File: src/hw/sprite_pkg.sv
`default_nettype none

package sprite_pkg;

	// Screen coordinate that also serves counters and the active line
	typedef logic [8:0] pos_t;

	// Line buffer address is the slot bit above a screen position
	typedef logic [9:0] lb_addr_t;
	typedef logic [13:0] rom_addr_t;
	typedef logic [6:0] sram_addr_t;
	typedef logic [4:0] sprite_idx_t;
	typedef logic [6:0] pal_addr_t;

	typedef struct packed {
		logic alpha;
		logic [4:0] blue;
		logic [4:0] green;
		logic [4:0] red;
	} argb_t;

	typedef enum logic [1:0] {
		SIZE_32 = 2'd0,
		SIZE_16 = 2'd1,
		SIZE_8 = 2'd2,
		SIZE_NONE = 2'd3
	} size_e;

	typedef struct packed {
		logic enable;
		logic [1:0] palette;
		size_e size;
		logic [5:0] image;
		pos_t x;
		pos_t y;
	} sprite_attr_t;

	typedef struct packed {
		logic wr;
		lb_addr_t addr;
		argb_t data;
	} lb_write_t;

	// Read side runs ahead of the visible counter
	localparam pos_t LB_READ_SKEW = 9'd32;

	// Edge length in pixels or zero for a sprite that is not drawn
	function automatic pos_t size_px(size_e size);
		case (size)
			SIZE_32: return 9'd32;
			SIZE_16: return 9'd16;
			SIZE_8: return 9'd8;
			default: return 9'd0;
		endcase
	endfunction

endpackage

`default_nettype wire

File: src/hw/line_buffer_port.sv
`timescale 1ns/10ps
`default_nettype none

module line_buffer_port import sprite_pkg::*; #(
	parameter int LINE_LENGTH = 353
) (
	input logic clk,
	input logic reset,
	input logic swap,
	input logic clear_start,
	input logic pixel_start,
	input logic write,
	input logic advance,
	input pos_t x,
	input argb_t pixel_data,
	input pos_t hcnt,
	output lb_write_t lb_wr,
	output logic clear_done,
	output lb_addr_t lb_rd_addr,
	input argb_t lb_rd_data,
	output logic [7:0] spr_r,
	output logic [7:0] spr_g,
	output logic [7:0] spr_b,
	output logic spr_a
);

	localparam pos_t CLEAR_LAST = pos_t'(LINE_LENGTH - 1);

	logic rd_slot;
	logic wr_slot;
	logic clearing;

	assign clear_done = clearing && (lb_wr.addr[8:0] == CLEAR_LAST);

	always_ff @(posedge clk)
	begin
		if (reset)
		begin
			rd_slot <= 1'b0;
			wr_slot <= 1'b1;
			clearing <= 1'b0;
			lb_wr.wr <= 1'b0;
		end
		else
		begin
			if (swap)
			begin
				rd_slot <= ~rd_slot;
				wr_slot <= ~wr_slot;
			end
			if (clear_start)
			begin
				clearing <= 1'b1;
				lb_wr.wr <= 1'b1;
				lb_wr.addr <= {wr_slot, 9'd0};
				lb_wr.data <= '0;
			end
			else if (clear_done)
			begin
				clearing <= 1'b0;
				lb_wr.wr <= 1'b0;
			end
			else if (clearing)
				lb_wr.addr <= {lb_wr.addr[9], lb_wr.addr[8:0] + 9'd1};
			else if (pixel_start)
			begin
				lb_wr.wr <= 1'b0;
				lb_wr.addr <= {wr_slot, x};
			end
			else if (write)
			begin
				lb_wr.wr <= 1'b1;
				lb_wr.data <= pixel_data;
			end
			else if (advance)
			begin
				// Position wraps inside the slot
				lb_wr.wr <= 1'b0;
				lb_wr.addr <= {lb_wr.addr[9], lb_wr.addr[8:0] + 9'd1};
			end
		end
	end

	assign lb_rd_addr = {rd_slot, hcnt + LB_READ_SKEW};

	// 5 to 8 bits by repeating the top bits
	assign spr_r = {lb_rd_data.red, lb_rd_data.red[4:2]};
	assign spr_g = {lb_rd_data.green, lb_rd_data.green[4:2]};
	assign spr_b = {lb_rd_data.blue, lb_rd_data.blue[4:2]};
	assign spr_a = lb_rd_data.alpha;

endmodule

`default_nettype wire

File: src/hw/sprite_attr_unit.sv
`timescale 1ns/10ps
`default_nettype none

module sprite_attr_unit import sprite_pkg::*; (
	input logic clk,
	input logic reset,
	input logic line_start,
	input logic rec_start,
	input logic load_hi,
	input logic load_lo,
	input logic [7:0] sram_data,
	input pos_t vcnt,
	input logic [7:0] rom_data,
	output sprite_attr_t attr,
	output logic hit,
	output pos_t row,
	output pal_addr_t pal_addr
);

	pos_t active_line;
	// Low for the y byte pair, high for the x byte pair
	logic x_half;

	always_ff @(posedge clk)
	begin
		if (reset)
			x_half <= 1'b0;
		else if (rec_start)
			x_half <= 1'b0;
		else if (load_lo)
			x_half <= 1'b1;
	end

	always_ff @(posedge clk)
	begin
		if (line_start)
			active_line <= vcnt + 9'd1;
		if (load_hi && !x_half)
		begin
			attr.enable <= sram_data[7];
			attr.palette <= sram_data[5:4];
			attr.size <= size_e'(sram_data[3:2]);
			attr.y[8] <= sram_data[0];
		end
		if (load_hi && x_half)
		begin
			attr.image <= sram_data[7:2];
			attr.x[8] <= sram_data[0];
		end
		if (load_lo && !x_half)
			attr.y[7:0] <= sram_data;
		if (load_lo && x_half)
			attr.x[7:0] <= sram_data;
	end

	assign row = active_line - attr.y;
	assign hit = attr.enable && (attr.size != SIZE_NONE) && (active_line >= attr.y)
		&& (row < size_px(attr.size));

	// Image byte low bits pick the entry within the sprite palette
	assign pal_addr = {attr.palette, rom_data[4:0]};

endmodule

`default_nettype wire

File: src/hw/sprite_line_top.sv
`timescale 1ns/10ps
`default_nettype none

module sprite_line_top import sprite_pkg::*; #(
	parameter int NUM_SPRITES = 32,
	parameter int LINE_LENGTH = 353
) (
	input logic clk,
	input logic reset,
	input logic hsync,
	input pos_t hcnt,
	input pos_t vcnt,
	output sram_addr_t sram_addr,
	input logic [7:0] sram_data,
	output rom_addr_t rom_addr,
	input logic [7:0] rom_data,
	output pal_addr_t pal_addr,
	input argb_t pal_data,
	output lb_write_t lb_wr,
	output lb_addr_t lb_rd_addr,
	input argb_t lb_rd_data,
	output logic [7:0] spr_r,
	output logic [7:0] spr_g,
	output logic [7:0] spr_b,
	output logic spr_a
);

	logic attr_rec_start;
	logic attr_load_hi;
	logic attr_load_lo;
	logic rom_load_table;
	logic rom_row_start;
	logic rom_step;
	logic lb_swap;
	logic lb_clear_start;
	logic lb_pixel_start;
	logic lb_write;
	logic lb_advance;
	logic clear_done;
	logic hit;
	sprite_attr_t attr;
	pos_t row;

	sprite_sequencer #(
		.NUM_SPRITES(NUM_SPRITES)
	) u_sequencer (
		.clk(clk),
		.reset(reset),
		.hsync(hsync),
		.attr_rec_start(attr_rec_start),
		.attr_load_hi(attr_load_hi),
		.attr_load_lo(attr_load_lo),
		.rom_load_table(rom_load_table),
		.rom_row_start(rom_row_start),
		.rom_step(rom_step),
		.lb_swap(lb_swap),
		.lb_clear_start(lb_clear_start),
		.lb_pixel_start(lb_pixel_start),
		.lb_write(lb_write),
		.lb_advance(lb_advance),
		.hit(hit),
		.clear_done(clear_done),
		.size(attr.size),
		.pal_alpha(pal_data.alpha),
		.sram_addr(sram_addr)
	);

	// The swap strobe doubles as the line start for the active line latch
	sprite_attr_unit u_attr (
		.clk(clk),
		.reset(reset),
		.line_start(lb_swap),
		.rec_start(attr_rec_start),
		.load_hi(attr_load_hi),
		.load_lo(attr_load_lo),
		.sram_data(sram_data),
		.vcnt(vcnt),
		.rom_data(rom_data),
		.attr(attr),
		.hit(hit),
		.row(row),
		.pal_addr(pal_addr)
	);

	sprite_rom_addr_gen u_rom_addr (
		.clk(clk),
		.reset(reset),
		.rom_data(rom_data),
		.load_table(rom_load_table),
		.row_start(rom_row_start),
		.step(rom_step),
		.size(attr.size),
		.image(attr.image),
		.row(row),
		.rom_addr(rom_addr)
	);

	line_buffer_port #(
		.LINE_LENGTH(LINE_LENGTH)
	) u_lb_port (
		.clk(clk),
		.reset(reset),
		.swap(lb_swap),
		.clear_start(lb_clear_start),
		.pixel_start(lb_pixel_start),
		.write(lb_write),
		.advance(lb_advance),
		.x(attr.x),
		.pixel_data(pal_data),
		.hcnt(hcnt),
		.lb_wr(lb_wr),
		.clear_done(clear_done),
		.lb_rd_addr(lb_rd_addr),
		.lb_rd_data(lb_rd_data),
		.spr_r(spr_r),
		.spr_g(spr_g),
		.spr_b(spr_b),
		.spr_a(spr_a)
	);

endmodule

`default_nettype wire

File: src/hw/sprite_rom_addr_gen.sv
`timescale 1ns/10ps
`default_nettype none

module sprite_rom_addr_gen import sprite_pkg::*; (
	input logic clk,
	input logic reset,
	input logic [7:0] rom_data,
	input logic load_table,
	input logic row_start,
	input logic step,
	input size_e size,
	input logic [5:0] image,
	input pos_t row,
	output rom_addr_t rom_addr
);

	// Indexed by size code with 32x32 first
	rom_addr_t offset_tbl [0:2];
	rom_addr_t base;
	rom_addr_t image_off;
	rom_addr_t row_off;

	// Table bytes are big-endian with the upper 6 bits at the even address
	always_ff @(posedge clk)
	begin
		if (load_table && !rom_addr[0])
			offset_tbl[rom_addr[2:1]][13:8] <= rom_data[5:0];
		if (load_table && rom_addr[0])
			offset_tbl[rom_addr[2:1]][7:0] <= rom_data;
	end

	always_comb
	begin
		case (size)
			SIZE_32:
			begin
				// Each image takes 1 KiB so only 16 fit
				base = offset_tbl[0];
				image_off = {image[3:0], 10'd0};
				row_off = {4'd0, row[4:0], 5'd0};
			end
			SIZE_16:
			begin
				base = offset_tbl[1];
				image_off = {image, 8'd0};
				row_off = {6'd0, row[3:0], 4'd0};
			end
			default:
			begin
				base = offset_tbl[2];
				image_off = {2'd0, image, 6'd0};
				row_off = {8'd0, row[2:0], 3'd0};
			end
		endcase
	end

	always_ff @(posedge clk)
	begin
		if (reset)
			rom_addr <= '0;
		else if (load_table || step)
			rom_addr <= rom_addr + 14'd1;
		else if (row_start)
			rom_addr <= base + image_off + row_off;
	end

endmodule

`default_nettype wire

File: src/hw/sprite_sequencer.sv
`timescale 1ns/10ps
`default_nettype none

module sprite_sequencer import sprite_pkg::*; #(
	parameter int NUM_SPRITES = 32
) (
	input logic clk,
	input logic reset,
	input logic hsync,
	output logic attr_rec_start,
	output logic attr_load_hi,
	output logic attr_load_lo,
	output logic rom_load_table,
	output logic rom_row_start,
	output logic rom_step,
	output logic lb_swap,
	output logic lb_clear_start,
	output logic lb_pixel_start,
	output logic lb_write,
	output logic lb_advance,
	input logic hit,
	input logic clear_done,
	input size_e size,
	input logic pal_alpha,
	output sram_addr_t sram_addr
);

	typedef enum logic [4:0] {
		S_LOAD_WAIT,
		S_LOAD_CAP,
		S_IDLE,
		S_SWAP,
		S_CLEAR_START,
		S_CLEAR,
		S_REC_ADDR,
		S_REC_HI,
		S_REC_LO,
		S_HIT_CHECK,
		S_X_HI,
		S_X_LO,
		S_ROW_SETUP,
		S_FETCH,
		S_STAGE,
		S_WRITE,
		S_NEXT,
		S_WAIT
	} state_e;

	localparam sprite_idx_t LAST_IDX = sprite_idx_t'(NUM_SPRITES - 1);

	state_e state;
	state_e ret_state;
	logic [2:0] load_cnt;
	sprite_idx_t idx;
	pos_t pix_cnt;
	logic hsync_last;
	logic hsync_rise;
	logic pixel_last;

	assign hsync_rise = hsync && !hsync_last;
	assign pixel_last = (pix_cnt == size_px(size) - 9'd1);

	// Datapath strobes decode straight from the state
	assign attr_rec_start = (state == S_REC_ADDR);
	assign attr_load_hi = (state == S_REC_HI) || (state == S_X_HI);
	assign attr_load_lo = (state == S_REC_LO) || (state == S_X_LO);
	assign rom_load_table = (state == S_LOAD_CAP);
	assign rom_row_start = (state == S_ROW_SETUP);
	assign rom_step = (state == S_FETCH);
	assign lb_swap = (state == S_SWAP);
	assign lb_clear_start = (state == S_CLEAR_START);
	assign lb_pixel_start = (state == S_ROW_SETUP);
	assign lb_write = (state == S_STAGE) && pal_alpha;
	assign lb_advance = (state == S_WRITE);

	always_ff @(posedge clk)
	begin
		if (reset)
		begin
			state <= S_LOAD_WAIT;
			ret_state <= S_IDLE;
			load_cnt <= '0;
			idx <= '0;
			pix_cnt <= '0;
			hsync_last <= 1'b0;
		end
		else
		begin
			hsync_last <= hsync;
			case (state)
				S_LOAD_WAIT: state <= S_LOAD_CAP;
				S_LOAD_CAP:
				begin
					// Six table bytes make three offsets
					if (load_cnt == 3'd5)
						state <= S_IDLE;
					else
					begin
						load_cnt <= load_cnt + 3'd1;
						state <= S_LOAD_WAIT;
					end
				end
				S_IDLE:
				begin
					if (hsync_rise)
						state <= S_SWAP;
				end
				S_SWAP:
				begin
					idx <= '0;
					state <= S_CLEAR_START;
				end
				S_CLEAR_START: state <= S_CLEAR;
				S_CLEAR:
				begin
					if (clear_done)
						state <= S_REC_ADDR;
				end
				S_REC_ADDR:
				begin
					ret_state <= S_REC_HI;
					state <= S_WAIT;
				end
				S_REC_HI:
				begin
					ret_state <= S_REC_LO;
					state <= S_WAIT;
				end
				S_REC_LO: state <= S_HIT_CHECK;
				// Byte 2 read completes during this cycle
				S_HIT_CHECK: state <= hit ? S_X_HI : S_NEXT;
				S_X_HI:
				begin
					ret_state <= S_X_LO;
					state <= S_WAIT;
				end
				S_X_LO: state <= S_ROW_SETUP;
				S_ROW_SETUP:
				begin
					pix_cnt <= '0;
					ret_state <= S_FETCH;
					state <= S_WAIT;
				end
				S_FETCH: state <= S_STAGE;
				S_STAGE: state <= S_WRITE;
				S_WRITE:
				begin
					if (pixel_last)
						state <= S_NEXT;
					else
					begin
						pix_cnt <= pix_cnt + 9'd1;
						state <= S_FETCH;
					end
				end
				S_NEXT:
				begin
					if (idx == LAST_IDX)
						state <= S_IDLE;
					else
					begin
						idx <= idx + 5'd1;
						state <= S_REC_ADDR;
					end
				end
				S_WAIT: state <= ret_state;
				default: state <= S_IDLE;
			endcase
		end
	end

	// Record address walks the four bytes of the current sprite
	always_ff @(posedge clk)
	begin
		if (state == S_REC_ADDR)
			sram_addr <= {idx, 2'b00};
		else if (state == S_REC_HI || state == S_REC_LO || state == S_X_HI)
			sram_addr <= sram_addr + 7'd1;
	end

endmodule

`default_nettype wire

File: config.mk
export PLATFORM = sky130hd
export DESIGN_NAME = sprite_line_top
export DESIGN_NICKNAME = d
export VERILOG_FILES = /design/src/hw/sprite_pkg.sv /design/src/hw/line_buffer_port.sv /design/src/hw/sprite_attr_unit.sv /design/src/hw/sprite_line_top.sv /design/src/hw/sprite_rom_addr_gen.sv /design/src/hw/sprite_sequencer.sv
export SDC_FILE = /design/constraint.sdc
export NUM_CORES = 1
export LEC_CHECK = 0
export ABC_AREA = 1
export BUFFER_PORTS_ARGS = -buffer_cell sky130_fd_sc_hd__clkbuf_2
export CAP_MARGIN = 20
export CORE_MARGIN = 1
export CORE_UTILIZATION = 30
export CTS_CLUSTER_DIAMETER = 120
export DETAILED_ROUTE_END_ITERATION = 8
export PLACE_DENSITY = 0.46
export SYNTH_ARGS = -nofsm -noshare
export SYNTH_HDL_FRONTEND = slang
export SYNTH_SLANG_ARGS = --single-unit
File: constraint.sdc
create_clock -name clk -period 4.09 [get_ports clk]
set_clock_uncertainty 0.1 [all_clocks]
set_input_delay 0.2045 -clock clk [delete_from_list [all_inputs] [get_ports clk]]
set_output_delay 0.2045 -clock clk [all_outputs]
set_load 0.02 [all_outputs]
Word-level counts from Yosys, hierarchy flattened. Memories as Yosys holds them, arrays and structs flattened. Index checks and enable logic that the tools add are counted. Widths: inputs -> output; s select.

Memories kept: 1. Output and inout port bits: 90. Bits of input ports: 69. Logic and storage cells: 161. Bits in writable memories: 42. Flip-flop bits (word level): 118.

Memories: u_rom_addr.offset_tbl (words 3, bits a word 14, rd ports 3, clocked after Yosys merged registers in 0, wr ports 1, line sprite_rom_addr_gen.sv:18) `rom_addr_t offset_tbl [0:2];`.

Equal/unequal tests: 33. Order comparisons: 2. Bitwise operators: 4. Add/sub/neg operators: 12. Reduce and logical (&&, ||, !) cells: 42. Mux-type cells: 38.

Operator list (number): $pmux 5 s15 (1); $pmux 14 s2 (2); $mux 16 (3); $eq 5x4->1 const B (8); $mux 14 (2); $add 9x1->9 const B (3); $mux 27 (1); $mux 26 (1); $mux 5 (5); $mux 11 (2); $eq 5x3->1 const B (4); $mux 10 (2); $pmux 10 s2 (1); $pmux 5 s4 (1); $pmux 6 s3 (1); $pmux 9 s2 (1); $eq 5x5->1 const B (3); $add 14x1->14 const B (1); $add 14x10->14 (1); $add 14x14->14 (1); $mux 7 (2); $ne 2x2->1 const B (7); $reduce_bool 2->1 (7); $logic_and 1x1->1 (12); 35 further kinds (59).

Logic depth before layout (Yosys ltp). Gate-level depths: netlist of run 1.

Word-level depth: 7. Depth in mapped cells: 21. Gate-level depth less buffers: 21.

Cells and area by module. Synthesis of run 1 repeated with hierarchy kept, for this count alone.

Cells, all modules: 1077. Area total of the unflattened synthesis: 9196.3 um2.

By module, submodules not included: sprite_rom_addr_gen (area each 3271.9 um2, seq. area each 1541.5 um2, times used 1, cells an instance 376); sprite_sequencer (area each 2075.7 um2, seq. area each 730.7 um2, times used 1, cells an instance 295); sprite_attr_unit (area each 2053.2 um2, seq. area each 1161.1 um2, times used 1, cells an instance 198); line_buffer_port (area each 1795.5 um2, seq. area each 860.8 um2, times used 1, cells an instance 208).

Worst setup path after synthesis of run 1. Ideal clock, no wire load.

Path kind: register -> register. Start: reg, netlist name u_attr.attr[24]. End: reg u_rom_addr.rom_addr[9]. Setup time: 0.121 ns. Buffers on the path: 2. Cell stages (with the launch flop): 17. Slack: 0.556 ns. Clock period less this slack: 3.534 ns. Data required time: 3.869 ns. Arrival: 3.313 ns. Cell sequence: edfxtp_1 inv_1 ha_1 clkbuf_1 nor2_1 clkbuf_1 a22oi_1 fa_1 inv_1 ha_1 a21oi_1 o21ai_0 a21oi_1 xor2_1 nand2_1 a21oi_1 nor2_1.

Word-level cells in the longest chain between the ends: 6. Elaborated cells on any way between the ends: 9. Those cells by class: 2 x add/sub; 1 x eq/ne; 5 x mux; 1 x reduce/logical.

RTL lines: $eq 2x1->1 or $logic_not 2->1 (tied branches) (line sprite_rom_addr_gen.sv:34) `case (size)`; $pmux 14 s2 (line sprite_rom_addr_gen.sv:34); $add 14x14->14 (line sprite_rom_addr_gen.sv:64) `rom_addr <= base + image_off + row_off;`; $add 14x10->14 (*) (line sprite_rom_addr_gen.sv:64); $mux 14 (*) (line sprite_rom_addr_gen.sv:63) `else if (row_start)`; $mux 14 (*) (line sprite_rom_addr_gen.sv:61) `else if (load_table || step)`; end signal, assigned (line sprite_rom_addr_gen.sv:62) `rom_addr <= rom_addr + 14'd1;`; end signal, assigned (line sprite_rom_addr_gen.sv:64); end, declared (line sprite_rom_addr_gen.sv:14) `output rom_addr_t rom_addr`.

Mark *: on every way between the ends. The rest lies on a longest branch, timed or not. The select of a mux whose other input is x is not followed. A chain may end at the register's enable or synchronous reset.

Worst setup path after layout of run 1.
Start: reg u_attr.active_line[0]. End: reg u_rom_addr.rom_addr[13].

Word-level cells in the longest chain between the ends: 5.

RTL lines: start, declared (line sprite_attr_unit.sv:20) `pos_t active_line;`; start signal, assigned (line sprite_attr_unit.sv:37) `active_line <= vcnt + 9'd1;`; $sub 9x9->9 (line sprite_attr_unit.sv:56) `assign row = active_line - attr.y;`; $pmux 10 s2 (line sprite_rom_addr_gen.sv:34); $add 14x10->14 (line sprite_rom_addr_gen.sv:64); $mux 14 (line sprite_rom_addr_gen.sv:63); $mux 14 (line sprite_rom_addr_gen.sv:61).

No other way between the ends. The select of a mux whose other input is x is not followed.

==> results of run 1 <==
[cells in the mapped netlist (2+ instances only)]
cell type	count	area [µm²]
a211oi_1	3	22.5
a21oi_1	59	295
a221oi_1	3	26.3
a22o_1	6	52.6
a22oi_1	3	22.5
a31oi_1	4	25.0
and3_1	3	18.8
buf_2	5	25.0
buf_4	41	308
clkbuf_1	12	45.0
dfxtp_1	48	961
edfxtp_1	111	3330
fa_1	5	100
ha_1	44	551
inv_1	139	522
inv_2	9	33.8
nand2_1	167	627
nand2_2	3	18.8
nand3_1	58	290
nand3b_1	4	30.0
nand4_1	13	81.3
nor2_1	81	304
nor2_2	9	56.3
nor3_1	29	145
nor3_2	3	30.0
nor4_1	2	12.5
o211ai_1	3	22.5
o21a_1	2	15.0
o21ai_0	43	215
o21ai_1	2	10.0
o21bai_1	2	15.0
o221ai_1	5	43.8
o22ai_1	6	37.5
o31ai_1	2	15.0
xnor2_1	11	96.3
xor2_1	26	228
[layout make-up]
class | count | area (µm²)
fill | 2994 | 18300
sequential | 159 | 4290
multi-input combinational | 609 | 3480
timing repair buffer | 154 | 978
inverter | 148 | 556
tap | 384 | 480
clock buffer | 18 | 439
clock inverter | 14 | 123
[state kept, by name, summed over array words and instances, names as in the netlist, 3 cells and up]
signal and flops:
u_attr.attr 29, u_sequencer.idx 5, u_rom_addr.rom_addr 14, u_sequencer.state 5, u_sequencer.sram_addr 7, u_lb_port.lb_wr 27, u_sequencer.pix_cnt 9, u_sequencer.load_cnt 3
u_rom_addr.offset_tbl 42, u_sequencer.ret_state 4, u_attr.active_line 9
[kinds of logic (layout without fill, tap and decap cells)]
kind of cell | Yosys count | after routing
buffers and inverters | 206 | 334
AND/OR/NAND/NOR | 376 | 376
XOR/XNOR | 37 | 37
adder cells (fa/ha/maj) | 49 | 49
flip-flops | 159 | 159
AO/OA/AOI/OAI | 147 | 147
[metrics by stage]
step,util (%),worst slack (ns)
floorplan,-,0.556
global placement,32.9,0.605
detailed placement,32.9,0.550
CTS,36.2,0.520
global route,36.2,0.185
finish,36.2,0.563
[worst max-delay path, delay by kind of cell, from the launching register on]
family          cells  cell delay (ns)
compound gates      1             0.12
xor+xnor            1             0.22
simple gates        9             1.07
buf+inv             3             0.17
fa+ha+maj           4             1.42
flops               1             0.36
[what timing repair did]
item / 4_1_cts / 5_1_grt
resized for setup: 0 / 0
endpoints found under the hold margin: 91 / 0
hold buffers: 36 / 0
[routing by layer]
layer | track usage [%] | up-vias | wire length (µm)
met5 | 0 | - | 0
li1 | - | 3456 | -
met1 | 19.9 | 3158 | 10600
met4 | 4.08 | 0 | 243
met3 | 2.49 | 15 | 805
met2 | 24.5 | 162 | 9700
[power by group]
group          internal (mW)  leakage (nW)  switching (mW)
sequential              1.88          1.39           0.133
combinational          0.337          2.83           0.629
clock                  0.815         0.270           0.736
[final timing paths]
path / start / end / cells after the start
setup / recovery: u_attr.active_line[0] / u_rom_addr.rom_addr[13] / 18
hold / removal: vcnt[2] / u_attr.active_line[2] / 2
setup reg to reg: u_attr.active_line[0] / u_rom_addr.rom_addr[13] / 18
hold reg to reg: u_lb_port.rd_slot / u_lb_port.rd_slot / 1
==> qor.txt, run 1 <==
Die area - 29700 µm²
XOR/XNOR share of the synthesized area - 3.72%
Postcts setup bufs - 0
Period utilisation layout - 86.2%
Async S/R FF share, synth - 0%
Mapped Area - 8710 µm²
Compound-Gate Fraction of Synth Area - 9.83%
Clk_lat worst skew - 0.43 ns
Worst VDD drop - 0.205 mV
Critical Path, Cell by Cell - inv_1 > ha_1 > inv_1 > fa_1 > nand3_1 > nand3_1 > xor2_1 > nand2_1 > fa_1 > inv_1 > ha_1 > nand2_1 > nor3_1 > nand3_1 > nand4_1 > nand3b_1 > nand3_1 > a21oi_1
Clk pin slew, worst setup/hold paths - 0.07 ns
Pre-antenna DRT Iters - 7
First-pass GRT wire length - 34000 µm
Placed Area - 9430 µm²
Max clock buf depth - 2
Status - finished, violations left
DRT iter0 DRCs - 360
# DRC - 1
Critical path class - register to register
Vias/cell - 4.57
Initial antenna violation count - 0
Leak - 4.48 nW
Final Hold Fails - 0
Maximum net fanout on the critical path - 5
Final cell count without fillers - 1486
Largest family of logic cells by synthesized area - simple AND/OR/NAND/NOR gates
Final hold slack - 0.0148 ns
RePlAce Congestion - 0.850
Vias in the first global route - 6573
Layout cell share with drive strength beyond 1 - 16.3%
Setup Viol. Count Final - 0
GRT Resource Usage Total - 14.8%
Setup tns final - 0 ns
Number of core rows - 62
Synth Instances - 974
Post-Route WL - 21400 µm
Routed Antenna Nets - 0
GRT overflow - 0
H-tree depth - 4
Post-Synth Simple-Gate Area - 18.9%
Syn Area/Cell - 8.94 µm²
Distinct cells, synth - 44
Peak Freq - 284 MHz
Failing checks - DRC
Max Transition Viols Final - 0
# diodes - 0
Placed Cells - 1418
Overall power - 4.53 mW
Vias - 6791
Post-synthesis mux area share - 0%
Main synth FF type - edfxtp_1
Pwr per Cell Area - 438 nW/µm²
Critical Path Source Type - register
Final #Nets - 1207
Clock sinks - 159
Final Critical Period - 3.53 ns
Syn Nets - 1092
Total of max-cap violations - 0
Die H - 172 µm
CTS Buf Count - 17
Root Buffer - clkbuf_16
RSZ-0062 raised after global routing - false
Worst reg2reg setup slack - 0.56 ns
Largest stage delay, worst path - 0.54 ns
Chip width - 172 µm
Final HPWL DP - 15800 µm
Largest net degree at the start of global routing - 28
Critical-path top delay cell - fa_1
FF+latch count, synth - 159
Post-synthesis sequential area ratio - 49.3%
Routed wire length per instance - 14.4 µm
Worst-Margin Slew - 0.934 ns
Initial Util - 30.4%
Crit path capture type - register
Post-Synth Adder-Cell Area - 7.47%
Worst path arrival time - 3.79 ns
Most frequent cells in the layout - 167 x nand2_1, 139 x inv_1, 111 x edfxtp_1
Commonest non-fill, non-tap cell in the layout - nand2_1
Hold WC Path Type - input pin to register
CTS tree - built
Most frequent CP cell - nand3_1
Boundary Pins - 159
Yosys warns - 0
Port Buffers - 107
Post-synth EDFFs - 111
Syn-to-layout area delta - 18.9%
Required @ worst endpoint - 4.35 ns
Core box area - 28600 µm²
Final cell area excluding filler cells - 10300 µm²
Worst slew margin - 37.3%
Note: power is estimated with default switching activity, not from simulation.
==> inputs of run 2 (changes only) <==
PLACE_DENSITY = 0.48   (was 0.46)
==> run 2 against run 1 <==
Effect of this change:
- the run now ends clean
- sequential power is essentially flat
- total power grew 0.79%
- setup slack lost 0.019 ns
- global-route usage is essentially flat
- via count shrank 0.47%
==> qor.txt, run 2 (synthesis results as in run 1) <==
Critical Path, Cell by Cell - inv_1 > ha_1 > inv_1 > fa_1 > nand3_1 > nand3_1 > xor2_1 > nand2_1 > fa_1 > inv_1 > ha_1 > nand2_1 > nor3_1 > nand3_1 > nand4_1 > nand3b_1 > nand3_1 > a21oi_1 (unchanged)
Worst path arrival time - 3.80 ns (was 3.79 ns)
Peak Freq - 282 MHz (was 284 MHz)
Status - finished, final reports clean (was finished, violations left)
Routed wire length per instance - 14.2 µm (was 14.4 µm)
Placed Area - 9430 µm² (unchanged)
Most frequent cells in the layout - 167 x nand2_1, 139 x inv_1, 111 x edfxtp_1 (unchanged)
Setup tns final - 0 ns (unchanged)
Final HPWL DP - 15600 µm (was 15800 µm)
Max clock buf depth - 2 (unchanged)
Critical-path top delay cell - fa_1 (unchanged)
RSZ-0062 raised after global routing - false (unchanged)
Final cell count without fillers - 1486 (unchanged)
Vias/cell - 4.55 (was 4.57)
Layout cell share with drive strength beyond 1 - 16.2% (was 16.3%)
# DRC - 0 (was 1)
Most frequent CP cell - nand3_1 (unchanged)
Final cell area excluding filler cells - 10400 µm² (was 10300 µm²)
GRT Resource Usage Total - 14.8% (about the same)
Total of max-cap violations - 0 (unchanged)
Layout Utilization - 36.2% (about the same)
CTS tree - built (unchanged)
Required @ worst endpoint - 4.35 ns (about the same)
Setup ws final - 0.544 ns (was 0.563 ns)
Largest stage delay, worst path - 0.55 ns (was 0.54 ns)
Port Buffers - 107 (unchanged)
Max Transition Viols Final - 0 (unchanged)
# diodes - 0 (unchanged)
Worst slew margin - 37.1% (was 37.3%)
Setup Viol. Count Final - 0 (unchanged)
RePlAce Congestion - 0.858 (was 0.850)
Routed Antenna Nets - 0 (unchanged)
GRT overflow - 0 (unchanged)
Placed Cells - 1418 (unchanged)
Worst-Margin Slew - 0.936 ns (was 0.934 ns)
Leak - 4.49 nW (was 4.48 nW)
Worst VDD drop - 0.206 mV (was 0.205 mV)
Initial Util - 30.4% (unchanged)
Chip width - 172 µm (unchanged)
Clk_lat worst skew - 0.43 ns (about the same)
Max reg flops - 42 (unchanged)
Critical Path Source Type - register (unchanged)
Die H - 172 µm (unchanged)
Syn-to-layout area delta - 19.1% (was 18.9%)
Largest net degree at the start of global routing - 28 (unchanged)
H-tree depth - 4 (unchanged)
Vias - 6759 (was 6791)
Clk pin slew, worst setup/hold paths - 0.06 ns (was 0.07 ns)
Core box area - 28600 µm² (unchanged)
Hold WC Path Type - input pin to register (unchanged)
Final Critical Period - 3.55 ns (was 3.53 ns)
Post-Route WL - 21000 µm (was 21400 µm)
First-pass GRT wire length - 33800 µm (was 34000 µm)
Period utilisation layout - 86.7% (was 86.2%)
Final #Nets - 1207 (unchanged)
Commonest non-fill, non-tap cell in the layout - nand2_1 (unchanged)
Critical path class - register to register (unchanged)
Crit path capture type - register (unchanged)
Number of core rows - 62 (unchanged)
Postcts setup bufs - 0 (unchanged)
Overall power - 4.57 mW (was 4.53 mW)
Clock sinks - 159 (unchanged)
Pwr per Cell Area - 441 nW/µm² (was 438 nW/µm²)
Boundary Pins - 159 (unchanged)
Die area - 29700 µm² (unchanged)
DRT iter0 DRCs - 464 (was 360)
Maximum net fanout on the critical path - 5 (unchanged)
CTS Buf Count - 17 (unchanged)
Dpl ws - 0.514 ns (was 0.550 ns)
Root Buffer - clkbuf_16 (unchanged)
Initial antenna violation count - 0 (unchanged)
Final hold slack - 0.0223 ns (was 0.0148 ns)
Final Hold Fails - 0 (unchanged)
Pre-antenna DRT Iters - 5 (was 7)
Vias in the first global route - 6516 (was 6573)
run 2: cell count changes in the layout (fill, tap and decap cells not counted), sizes merged:
cell,delta
bufinv,+2
clkbuf,+1
clkinv,+2
inv,-5
run 2: path summary, 6_finish.rpt:
check,startpoint,to,slack (ns),cells after the start
worst max-delay path,u_attr.active_line[0],u_rom_addr.rom_addr[13],0.54,18
worst min-delay path,vcnt[1],u_attr.active_line[1],0.02,2
worst max register to register,u_attr.active_line[0],u_rom_addr.rom_addr[13],0.54,18
worst min register to register,u_lb_port.rd_slot,u_lb_port.rd_slot,0.36,1
run 2: repair_timing:
action	in CTS	in global routing
hold buffers	35	1
hold endpoints to repair	90	1
resized for setup	0	0
run 2: critical path: cells and delay by family (launching register included):
| family | cells | cell delay [ns] |
|---|---|---|
| fa+ha+maj | 4 | 1.45 |
| compound gates | 1 | 0.12 |
| flops | 1 | 0.36 |
| xor+xnor | 1 | 0.22 |
| buf+inv | 3 | 0.17 |
| simple gates | 9 | 1.09 |
run 2: final cells by class:
class	count	area [µm²]
fill	2946	18300
timing repair buffer	154	978
sequential	159	4290
multi-input combinational	609	3480
clock buffer	19	443
inverter	148	556
clock inverter	13	136
tap	384	480
run 2: report_power, final:
part	leakage, nW	switching, mW	internal, mW	total [mW]
clock network	0.277	0.672	0.915	1.59
logic	2.83	0.629	0.338	0.967
registers	1.39	0.131	1.88	2.02
total	4.49	1.43	3.14	4.57
run 2: per-layer routing:
metal  part of all wire, %  wire length (µm)  global-route usage, %  vias to the layer above
met5                     0                 0                      0                        -
met2                    46              9690                   24.3                      159
met1                    49             10300                   19.6                     3128
met4                   1.2               262                   4.12                        0
met3                   3.9               816                   3.14                       17
li1                      -                 -                      -                     3455
